[src/rv32_lsu_pkg.sv]
`default_nettype none

package rv32_lsu_pkg;

  // memory opcodes that the core can hand to the load/store unit.
  // loads come first, then the three stores.
  typedef enum logic [3:0] {
    LB  = 4'd0,
    LH  = 4'd1,
    LW  = 4'd2,
    LBU = 4'd3,
    LHU = 4'd4,
    SB  = 4'd5,
    SH  = 4'd6,
    SW  = 4'd7
  } mem_op_e;

  // result code returned with every response.
  typedef enum logic [1:0] {
    ERR_NONE       = 2'd0,
    ERR_MISALIGNED = 2'd1,
    ERR_BUS        = 2'd2,
    ERR_TIMEOUT    = 2'd3
  } lsu_err_e;

  // states of the request sequencer.
  typedef enum logic [2:0] {
    IDLE       = 3'd0,
    CHECK      = 3'd1,
    WRITE_ADDR = 3'd2,
    WRITE_RESP = 3'd3,
    READ_ADDR  = 3'd4,
    READ_DATA  = 3'd5,
    RESPOND    = 3'd6,
    DRAIN      = 3'd7
  } lsu_state_e;

  // one memory request as the core presents it.
  typedef struct packed {
    mem_op_e     op;
    logic [31:0] base;
    logic [31:0] offset;
    logic [31:0] wdata;
  } lsu_req_t;

  // the single-cycle response back to the core.
  typedef struct packed {
    logic [31:0] rdata;
    lsu_err_e    err;
  } lsu_rsp_t;

  // AXI4-Lite signals driven by the master.
  typedef struct packed {
    logic        awvalid;
    logic [31:0] awaddr;
    logic        wvalid;
    logic [31:0] wdata;
    logic [3:0]  wstrb;
    logic        bready;
    logic        arvalid;
    logic [31:0] araddr;
    logic        rready;
  } axil_m2s_t;

  // AXI4-Lite signals driven by the slave.
  typedef struct packed {
    logic        awready;
    logic        wready;
    logic        bvalid;
    logic [1:0]  bresp;
    logic        arready;
    logic        rvalid;
    logic [31:0] rdata;
    logic [1:0]  rresp;
  } axil_s2m_t;

  // every other response code counts as a bus error.
  localparam logic [1:0] RESP_OKAY = 2'b00;

endpackage

`default_nettype wire

[src/agu.sv]
`timescale 1ns/100ps
`default_nettype none

module agu (
  input  rv32_lsu_pkg::lsu_req_t cur_req,
  output logic [31:0]            address,
  output logic [3:0]             byte_en,
  output logic                   misaligned
);

  import rv32_lsu_pkg::*;

  logic [1:0] byte_offset;

  // the effective address is base plus the sign-extended immediate.
  // the core has already extended the immediate to 32 bits.
  assign address     = cur_req.base + cur_req.offset;
  assign byte_offset = address[1:0];

  // byte enables follow the access size and the low address bits.
  // a misaligned halfword still gets some enable pattern here, but the
  // misaligned flag keeps it off the bus.
  always_comb begin
    case (cur_req.op)
      LB, LBU, SB: begin
        byte_en = 4'b0001 << byte_offset;
      end
      LH, LHU, SH: begin
        byte_en = byte_offset[1] ? 4'b1100 : 4'b0011;
      end
      LW, SW: begin
        byte_en = 4'b1111;
      end
      default: begin
        byte_en = 4'b0000;
      end
    endcase
  end

  // alignment is judged on the formed address and the opcode.
  // byte accesses can never be misaligned.
  always_comb begin
    case (cur_req.op)
      LH, LHU, SH: begin
        misaligned = byte_offset[0];
      end
      LW, SW: begin
        misaligned = (byte_offset != 2'b00);
      end
      default: begin
        misaligned = 1'b0;
      end
    endcase
  end

  // an aligned access must present exactly one legal lane pattern,
  // otherwise the enable decode and the alignment check disagree.
  always_comb begin
    assert final ($isunknown(cur_req.op) || misaligned ||
                  byte_en inside {4'b0001, 4'b0010, 4'b0100, 4'b1000,
                                  4'b0011, 4'b1100, 4'b1111})
      else $error("agu: illegal byte enable %b for aligned access", byte_en);
  end

endmodule

`default_nettype wire

[src/lane_align.sv]
`timescale 1ns/100ps
`default_nettype none

module lane_align (
  input  rv32_lsu_pkg::mem_op_e op,
  input  logic [1:0]            addr_low,
  input  logic [31:0]           store_data,
  input  logic [31:0]           bus_rdata,
  output logic [31:0]           lane_wdata,
  output logic [31:0]           load_data
);

  import rv32_lsu_pkg::*;

  logic [7:0]  sel_byte;
  logic [15:0] sel_half;

  // narrow stores are copied onto every lane they could land on.
  // the write strobe then picks the lanes that really change, so no
  // shifter is needed on the store path.
  always_comb begin
    case (op)
      SB: begin
        lane_wdata = {4{store_data[7:0]}};
      end
      SH: begin
        lane_wdata = {2{store_data[15:0]}};
      end
      default: begin
        lane_wdata = store_data;
      end
    endcase
  end

  // pick the addressed byte and halfword out of the read word.
  // bit 0 of the address is ignored for halfwords since a misaligned
  // halfword never reaches the bus.
  assign sel_byte = bus_rdata[{addr_low, 3'b000} +: 8];
  assign sel_half = addr_low[1] ? bus_rdata[31:16] : bus_rdata[15:0];

  // move the selected field to bit 0 and extend it.
  // signed loads copy the top bit, unsigned loads fill with zeros.
  always_comb begin
    case (op)
      LB: begin
        load_data = {{24{sel_byte[7]}}, sel_byte};
      end
      LBU: begin
        load_data = {24'd0, sel_byte};
      end
      LH: begin
        load_data = {{16{sel_half[15]}}, sel_half};
      end
      LHU: begin
        load_data = {16'd0, sel_half};
      end
      default: begin
        load_data = bus_rdata;
      end
    endcase
  end

endmodule

`default_nettype wire

[src/bus_timer.sv]
`timescale 1ns/100ps
`default_nettype none

module bus_timer #(
  parameter int unsigned TIMEOUT_CYCLES = 16
) (
  input  logic clk,
  input  logic rst,
  input  logic run,
  output logic expired
);

  // the counter must be able to hold TIMEOUT_CYCLES itself.
  localparam int unsigned COUNT_W = $clog2(TIMEOUT_CYCLES + 1);

  logic [COUNT_W-1:0] count;

  // count the cycles spent waiting and start over whenever run drops.
  // the count stops at the limit so it can never wrap back to zero.
  always_ff @(posedge clk) begin
    if (rst || !run) begin
      count <= '0;
    end else if (count != COUNT_W'(TIMEOUT_CYCLES)) begin
      count <= count + 1'b1;
    end
  end

  // the count still holds its old value in the cycle run falls,
  // so run qualifies the compare.
  assign expired = run && (count == COUNT_W'(TIMEOUT_CYCLES));

  // once the watchdog fires, the waiting side must stop waiting.
  assert property (@(posedge clk) disable iff (rst)
    expired |=> !run)
    else $error("bus_timer: run still high after expiry");

endmodule

`default_nettype wire

[src/lsu_fsm.sv]
`timescale 1ns/100ps
`default_nettype none

module lsu_fsm (
  input  logic                    clk,
  input  logic                    rst,
  input  logic                    req_valid,
  input  rv32_lsu_pkg::lsu_req_t  req,
  output logic                    req_ready,
  output logic                    rsp_valid,
  output rv32_lsu_pkg::lsu_rsp_t  rsp,
  output rv32_lsu_pkg::lsu_req_t  cur_req,
  input  logic [31:0]             address,
  input  logic [3:0]              byte_en,
  input  logic                    misaligned,
  input  logic [31:0]             lane_wdata,
  input  logic [31:0]             load_data,
  output logic                    timer_run,
  input  logic                    expired,
  output rv32_lsu_pkg::axil_m2s_t axi_out,
  input  rv32_lsu_pkg::axil_s2m_t axi_in
);

  import rv32_lsu_pkg::*;

  lsu_state_e  state;
  lsu_state_e  state_next;
  lsu_err_e    err_q;
  logic [31:0] rdata_q;
  logic        is_store;
  logic        bus_busy;
  logic        issue;
  logic        aw_done;
  logic        w_done;
  logic        ar_done;
  logic        aw_hs;
  logic        w_hs;
  logic        ar_hs;
  logic        b_hs;
  logic        r_hs;

  assign is_store = cur_req.op inside {SB, SH, SW};

  // the address phase starts in CHECK once the request is known to be
  // aligned, and stays open until each channel has seen its ready.
  assign issue = bus_busy || (state == CHECK && !misaligned);

  always_comb begin
    axi_out.awvalid = issue && is_store && !aw_done;
    axi_out.awaddr  = address;
    axi_out.wvalid  = issue && is_store && !w_done;
    axi_out.wdata   = lane_wdata;
    axi_out.wstrb   = byte_en;
    axi_out.bready  = (state == WRITE_RESP) || (state == DRAIN && is_store);
    axi_out.arvalid = issue && !is_store && !ar_done;
    axi_out.araddr  = address;
    axi_out.rready  = (state == READ_DATA) || (state == DRAIN && !is_store);
  end

  assign aw_hs = axi_out.awvalid && axi_in.awready;
  assign w_hs  = axi_out.wvalid && axi_in.wready;
  assign ar_hs = axi_out.arvalid && axi_in.arready;
  assign b_hs  = axi_out.bready && axi_in.bvalid;
  assign r_hs  = axi_out.rready && axi_in.rvalid;

  // the request is only captured on acceptance.
  always_ff @(posedge clk) begin
    if (req_valid && req_ready) begin
      cur_req <= req;
    end
  end

  // per-channel done flags. they are cleared in IDLE so that a
  // timed-out request keeps its valids up through RESPOND and DRAIN.
  always_ff @(posedge clk) begin
    if (rst || state == IDLE) begin
      bus_busy <= 1'b0;
      aw_done  <= 1'b0;
      w_done   <= 1'b0;
      ar_done  <= 1'b0;
    end else begin
      if (state == CHECK && !misaligned) begin
        bus_busy <= 1'b1;
      end
      if (aw_hs) begin
        aw_done <= 1'b1;
      end
      if (w_hs) begin
        w_done <= 1'b1;
      end
      if (ar_hs) begin
        ar_done <= 1'b1;
      end
    end
  end

  always_comb begin
    state_next = state;
    case (state)
      IDLE: begin
        if (req_valid) begin
          state_next = CHECK;
        end
      end
      CHECK: begin
        if (misaligned) begin
          state_next = RESPOND;
        end else if (is_store) begin
          state_next = WRITE_ADDR;
        end else begin
          state_next = READ_ADDR;
        end
      end
      WRITE_ADDR: begin
        if (expired) begin
          state_next = RESPOND;
        end else if ((aw_done || aw_hs) && (w_done || w_hs)) begin
          state_next = WRITE_RESP;
        end
      end
      READ_ADDR: begin
        if (expired) begin
          state_next = RESPOND;
        end else if (ar_done || ar_hs) begin
          state_next = READ_DATA;
        end
      end
      // a response that arrives together with expiry still wins.
      WRITE_RESP, READ_DATA: begin
        if (b_hs || r_hs || expired) begin
          state_next = RESPOND;
        end
      end
      RESPOND: begin
        state_next = (err_q == ERR_TIMEOUT) ? DRAIN : IDLE;
      end
      DRAIN: begin
        if (b_hs || r_hs) begin
          state_next = IDLE;
        end
      end
      default: begin
        state_next = IDLE;
      end
    endcase
  end

  always_ff @(posedge clk) begin
    if (rst) begin
      state <= IDLE;
    end else begin
      state <= state_next;
    end
  end

  // result capture. load data is only stable during the R handshake,
  // so it is sampled there and held for the RESPOND cycle.
  // stores and failed loads report zero data.
  always_ff @(posedge clk) begin
    if (rst) begin
      err_q <= ERR_NONE;
    end else if (state == CHECK) begin
      err_q <= misaligned ? ERR_MISALIGNED : ERR_NONE;
    end else if (state == WRITE_RESP && b_hs) begin
      err_q <= (axi_in.bresp == RESP_OKAY) ? ERR_NONE : ERR_BUS;
    end else if (state == READ_DATA && r_hs) begin
      err_q <= (axi_in.rresp == RESP_OKAY) ? ERR_NONE : ERR_BUS;
    end else if (expired) begin
      err_q <= ERR_TIMEOUT;
    end
  end

  always_ff @(posedge clk) begin
    if (state == CHECK) begin
      rdata_q <= '0;
    end else if (state == READ_DATA && r_hs && axi_in.rresp == RESP_OKAY) begin
      rdata_q <= load_data;
    end
  end

  assign req_ready = (state == IDLE);
  assign rsp_valid = (state == RESPOND);
  assign rsp.rdata = rdata_q;
  assign rsp.err   = err_q;

  // the watchdog runs from the first address cycle until a response.
  assign timer_run = (state == CHECK && !misaligned) || (state == WRITE_ADDR) ||
                     (state == WRITE_RESP) || (state == READ_ADDR) ||
                     (state == READ_DATA);

  // address valids hold with a stable address until accepted.
  assert property (@(posedge clk) disable iff (rst)
    axi_out.awvalid && !axi_in.awready |=> axi_out.awvalid && $stable(axi_out.awaddr))
    else $error("lsu_fsm: awvalid dropped before awready");

  assert property (@(posedge clk) disable iff (rst)
    axi_out.arvalid && !axi_in.arready |=> axi_out.arvalid && $stable(axi_out.araddr))
    else $error("lsu_fsm: arvalid dropped before arready");

  // every request gets exactly one response pulse.
  assert property (@(posedge clk) disable iff (rst) rsp_valid |=> !rsp_valid)
    else $error("lsu_fsm: rsp_valid held for two cycles");

endmodule

`default_nettype wire

[src/lsu_top.sv]
`timescale 1ns/100ps
`default_nettype none

module lsu_top #(
  parameter int unsigned TIMEOUT_CYCLES = 16
) (
  input  logic                    clk,
  input  logic                    rst,
  input  logic                    req_valid,
  input  rv32_lsu_pkg::lsu_req_t  req,
  output logic                    req_ready,
  output logic                    rsp_valid,
  output rv32_lsu_pkg::lsu_rsp_t  rsp,
  output rv32_lsu_pkg::axil_m2s_t axi_out,
  input  rv32_lsu_pkg::axil_s2m_t axi_in
);

  import rv32_lsu_pkg::*;

  // the latched request fans out to the address and lane logic.
  lsu_req_t    cur_req;
  logic [31:0] address;
  logic [3:0]  byte_en;
  logic        misaligned;
  logic [31:0] lane_wdata;
  logic [31:0] load_data;
  logic        timer_run;
  logic        expired;

  agu agu_inst (
    .cur_req    (cur_req),
    .address    (address),
    .byte_en    (byte_en),
    .misaligned (misaligned)
  );

  // read data goes straight from the bus into the extender.
  lane_align lane_align_inst (
    .op         (cur_req.op),
    .addr_low   (address[1:0]),
    .store_data (cur_req.wdata),
    .bus_rdata  (axi_in.rdata),
    .lane_wdata (lane_wdata),
    .load_data  (load_data)
  );

  bus_timer #(
    .TIMEOUT_CYCLES (TIMEOUT_CYCLES)
  ) bus_timer_inst (
    .clk     (clk),
    .rst     (rst),
    .run     (timer_run),
    .expired (expired)
  );

  lsu_fsm lsu_fsm_inst (
    .clk        (clk),
    .rst        (rst),
    .req_valid  (req_valid),
    .req        (req),
    .req_ready  (req_ready),
    .rsp_valid  (rsp_valid),
    .rsp        (rsp),
    .cur_req    (cur_req),
    .address    (address),
    .byte_en    (byte_en),
    .misaligned (misaligned),
    .lane_wdata (lane_wdata),
    .load_data  (load_data),
    .timer_run  (timer_run),
    .expired    (expired),
    .axi_out    (axi_out),
    .axi_in     (axi_in)
  );

endmodule

`default_nettype wire

[config.mk]
export PLATFORM = sky130hd
export DESIGN_NAME = lsu_top
export DESIGN_NICKNAME = d
export VERILOG_FILES = /design/src/rv32_lsu_pkg.sv /design/src/agu.sv /design/src/lane_align.sv /design/src/bus_timer.sv /design/src/lsu_fsm.sv /design/src/lsu_top.sv
export SDC_FILE = /design/constraint.sdc
export NUM_CORES = 1
export LEC_CHECK = 0
export ABC_AREA = 1
export ABC_CLOCK_PERIOD_IN_PS = 6400
export BUFFER_PORTS_ARGS = -buffer_cell sky130_fd_sc_hd__buf_2
export CAP_MARGIN = 15
export CORE_MARGIN = 8
export CORE_UTILIZATION = 30
export CTS_BUF_LIST = sky130_fd_sc_hd__clkbuf_8
export DETAILED_ROUTE_END_ITERATION = 10
export PLACE_DENSITY = 0.51
export SLEW_MARGIN = 10
export SYNTH_ARGS = -nofsm -noshare
export SYNTH_HDL_FRONTEND = slang
export SYNTH_SLANG_ARGS = --single-unit
[constraint.sdc]
create_clock -name clk -period 6.4 [get_ports clk]
set_input_delay 0.64 -clock clk [delete_from_list [all_inputs] [get_ports clk]]
set_output_delay 0.64 -clock clk [all_outputs]
set_load 0.01 [all_outputs]
==> metrics.yaml <==
setup_path:
  cp-end-kind: "output pin"
  critical_path_buf_inv_count: 5
  startpoint_type: "register"
  cp_data_required_time_ns: 5.76
  rr_worst_depth: 17
  cp_top_family: "adder cells"
  worstPathCellList: "ha_1 -> inv_1 -> fa_1 -> inv_1 -> nor2_1 -> inv_1 -> nand2_2 -> nand3_4 -> nand2_4 -> inv_1 -> nor3_1 -> buf_2"
  regToRegStartpoint: "lsu_fsm_inst.cur_req[32]"
  critPathMostFrequentCell: "inv_1"
  cp_slowest_cell: "fa_1"
  worst-setup-path-type: "register to output pin"
  slowest_delay_ns: 1.00
  worstPathArrival_ns: 3.41
  cp_max_fo: 21
  r2r_end: "lsu_fsm_inst.state[2]"
  r2r_slack_ns: 3.18
synth:
  yosysSeqAreaShare_pct: 48.8
  ys.flop_type: "edfxtp_1"
  synth_top_area_share_pct: 37.3
  syn_area_per_cell_sq_um: 8.96
  yosysWarnings: 0
  async_reset_ff_share_pct: 0
  synth-edff-count: 100
  synth_nets: 1075
  synth_top_cell_by_area: "edfxtp_1"
  ys_ff_latch: 146
  synthTopCellsByArea: "edfxtp_1 (37%), dfxtp_1 (11%), nand2_1 (7.6%)"
  synth.distinct_cells: 46
  syn_inst: 897
  synthesis.area_sq_um: 8040
sta:
  setup_violations: 0
  clock.fmax_ghz: 0.247
  maxSlewViolCount: 0
  slew_headroom_pct: 28.6
  whs_ns: 0.347
  clock-skew-final_ns: 0.0208
  tightestPinTransition_ns: 1.07
  fin_ws_ns: 2.35
  period_share_pct: 63.3
  finalSetupTns_ns: 0
  final.min_clock_period_ns: 4.05
  hold_viol: 0
  rsz0062_at_grt: "no"
clocking:
  ctsResizeCount: 0
  cts_root_buf: "clkbuf_8"
  tritoncts: "done"
  cts.hold.buffers_added: 0
  cts_setup_buffers: 0
  clk_pin_slew_ns: 0.11
  clock_sinks: 146
  htreeDepth: 4
  cts_buffers: 17
  max-clock-path-buffers: 2
  clock_latency_ns: 0.45
global_route:
  antenna_found_initial: 7
  grt_first_pass_wirelength_um: 39100
  track_usage_pct: 15.1
  grt_overflow: 0
  grt_max_degree: 43
  grt_pass1_vias: 7313
die:
  die-area_sq_um: 32300
  rows: 60
  ios: 285
  die_h_um: 180
  core_area_sq_um: 26700
  dieWidth_um: 180
  start_util_pct: 30.2
worst_hold_path:
  hold_start: "req[21]"
  hold_depth: 1
  hold_class: "primary input to register"
  min_to: "lsu_fsm_inst.cur_req[21]"
flow_run:
  max-cap-violations: 0
detailed_routing:
  vias_per_cell: 4.67
  drtAntennaViolNets: 0
  firstDrtPassIters: 5
  drc_errors: 0
  wl_per_cell_um: 16.5
  num_vias: 7016
  drt_iter0_drc: 402
  drt_wl_total_um: 24800
pwr:
  vdd_drop_max_v: 0.000166
  power_mw: 4.14
  leakagePower_nw: 4.77
  powerDensity_nw_per_um2: 417
place:
  port_buffers: 284
  pre_cts_slack_ns: 2.84
  gp_congestion: 0.849
  dp_hpwl_um: 19600
  dp_cells: 1467
finish:
  final_cells: 1502
  final_nets: 1323
  nFillCells: 2811
  drive_gt1_share_pct: 31.0
  area_delta_synth_final_pct: 23.6
outcome:
  outcome: "finished, final reports clean"
==> state kept, by name, summed over array words and instances (netlist names) <==
register	cells
lsu_fsm_inst.cur_req	100
lsu_fsm_inst.rdata_q	32
bus_timer_inst.count	5
lsu_fsm_inst.state	3
lsu_fsm_inst.err_q	2
lsu_fsm_inst.ar_done	1
lsu_fsm_inst.aw_done	1
lsu_fsm_inst.bus_busy	1
lsu_fsm_inst.w_done	1
==> report_power, final <==
part / switching [mW] / leakage, nW / total [mW] / internal [mW]
sequential: 0.0843 / 1.32 / 1.34 / 1.25
clock: 0.451 / 0.206 / 0.753 / 0.303
combinational: 1.34 / 3.24 / 2.05 / 0.711
==> metrics by stage <==
stage               cell area [sq um]  util (%)
finish                           9940      37.3
floorplan                        8040         -
CTS                              9930      37.3
global placement                 9520      35.7
global route                     9940      37.3
detailed placement               9520      35.7
==> kinds of logic after synthesis <==
family / share of synthesized area (%)
and+or+nand+nor: 17.3
muxes: 0.124
xor gates and xnor gates: 3.49
DFF: 48.8
AOI/OAI and AO/OA: 14.0
adders and majority gates: 5.38
buffers and inverters: 10.9
==> area by class of cell <==
cell class                      instances  area (sq um)  share of cell area [%]
Clock inverter                         15           183                    1.84
Timing Repair Buffer                  286          1440                    14.4
Sequential cell                       146          3920                    39.5
Inverter                              127           482                    4.85
Clock buffer                           17           234                    2.35
Multi-Input combinational cell        567          3250                    32.7
Tap cell                              341           427                    4.29
Antenna cell                            3          7.51                  0.0755
==> layout by cell type, fill, tap and decap left out, types with 8 or more instances in the layout <==
cell | synthesis | routed
nand2_2 | 10 | 10
ha_1 | 33 | 33
o21ai_0 | 55 | 55
nand3_1 | 44 | 44
o22ai_1 | 8 | 8
a21oi_1 | 69 | 69
o221ai_1 | 13 | 13
xnor2_1 | 13 | 13
nor2_1 | 58 | 57
nand2_1 | 163 | 163
o211ai_1 | 13 | 13
dfxtp_1 | 46 | 46
nor3_1 | 9 | 9
clkbuf_8 | 0 | 17
xor2_1 | 19 | 19
edfxtp_1 | 100 | 100
inv_1 | 119 | 119
buf_2 | 7 | 284
==> worst register-to-register path: stages, from the launching register on <==
cell	delay, ns
edfxtp_1	0.34
ha_1	0.16
inv_1	0.05
fa_1	1.00
inv_1	0.49
nor2_1	0.19
inv_1	0.08
nand2_2	0.11
nand3_4	0.11
nand2_4	0.10
nand3_1	0.08
nand2_1	0.07
nand2_1	0.07
nand2_2	0.07
nand2_2	0.07
nand2_1	0.06
nand2_1	0.05
nor2_1	0.07
==> synth_stat cells, types with 3 or more instances <==
cell type	instances
nand3_1	44
xnor2_1	13
ha_1	33
a22oi_1	3
nor2_2	4
buf_4	44
a21o_1	5
nand4_1	5
dfxtp_1	46
a31oi_1	4
buf_2	7
a21oi_1	69
nor2_4	5
o221ai_1	13
o21ai_0	55
o22ai_1	8
o21bai_1	3
nand2_4	5
nand2_2	10
nor3_1	9
nand2_1	163
o211ai_1	13
o21ai_1	3
edfxtp_1	100
inv_2	6
nor2_1	58
inv_1	119
clkbuf_1	5
xor2_1	19
==> how the worst max path moves through the flow <==
stage                              from  cells past startpoint                 endpoint  slack, ns
2_1_floorplan     lsu_fsm_inst.state[2]                      5  lsu_fsm_inst.cur_req[0]       0.73
3_3_place_gp   lsu_fsm_inst.cur_req[32]                     12              axi_out[33]       2.88
3_5_place_dp   lsu_fsm_inst.cur_req[32]                     12              axi_out[33]       2.84
4_1_cts        lsu_fsm_inst.cur_req[32]                     12              axi_out[33]       2.30
5_1_grt        lsu_fsm_inst.cur_req[32]                     12              axi_out[33]       2.07
6_report       lsu_fsm_inst.cur_req[32]                     12              axi_out[33]       2.35
==> layer usage <==
layer  part of all wire [%]  up-vias  global-route usage, %
met3                    8.4       35                   6.05
met1                     43     3187                   17.5
li1                       -     3520                      -
met2                     47      266                   24.9
met4                    1.8        8                   5.17
met5                   0.19        -                      0
No activity file was read; power rests on OpenSTA's default activity.
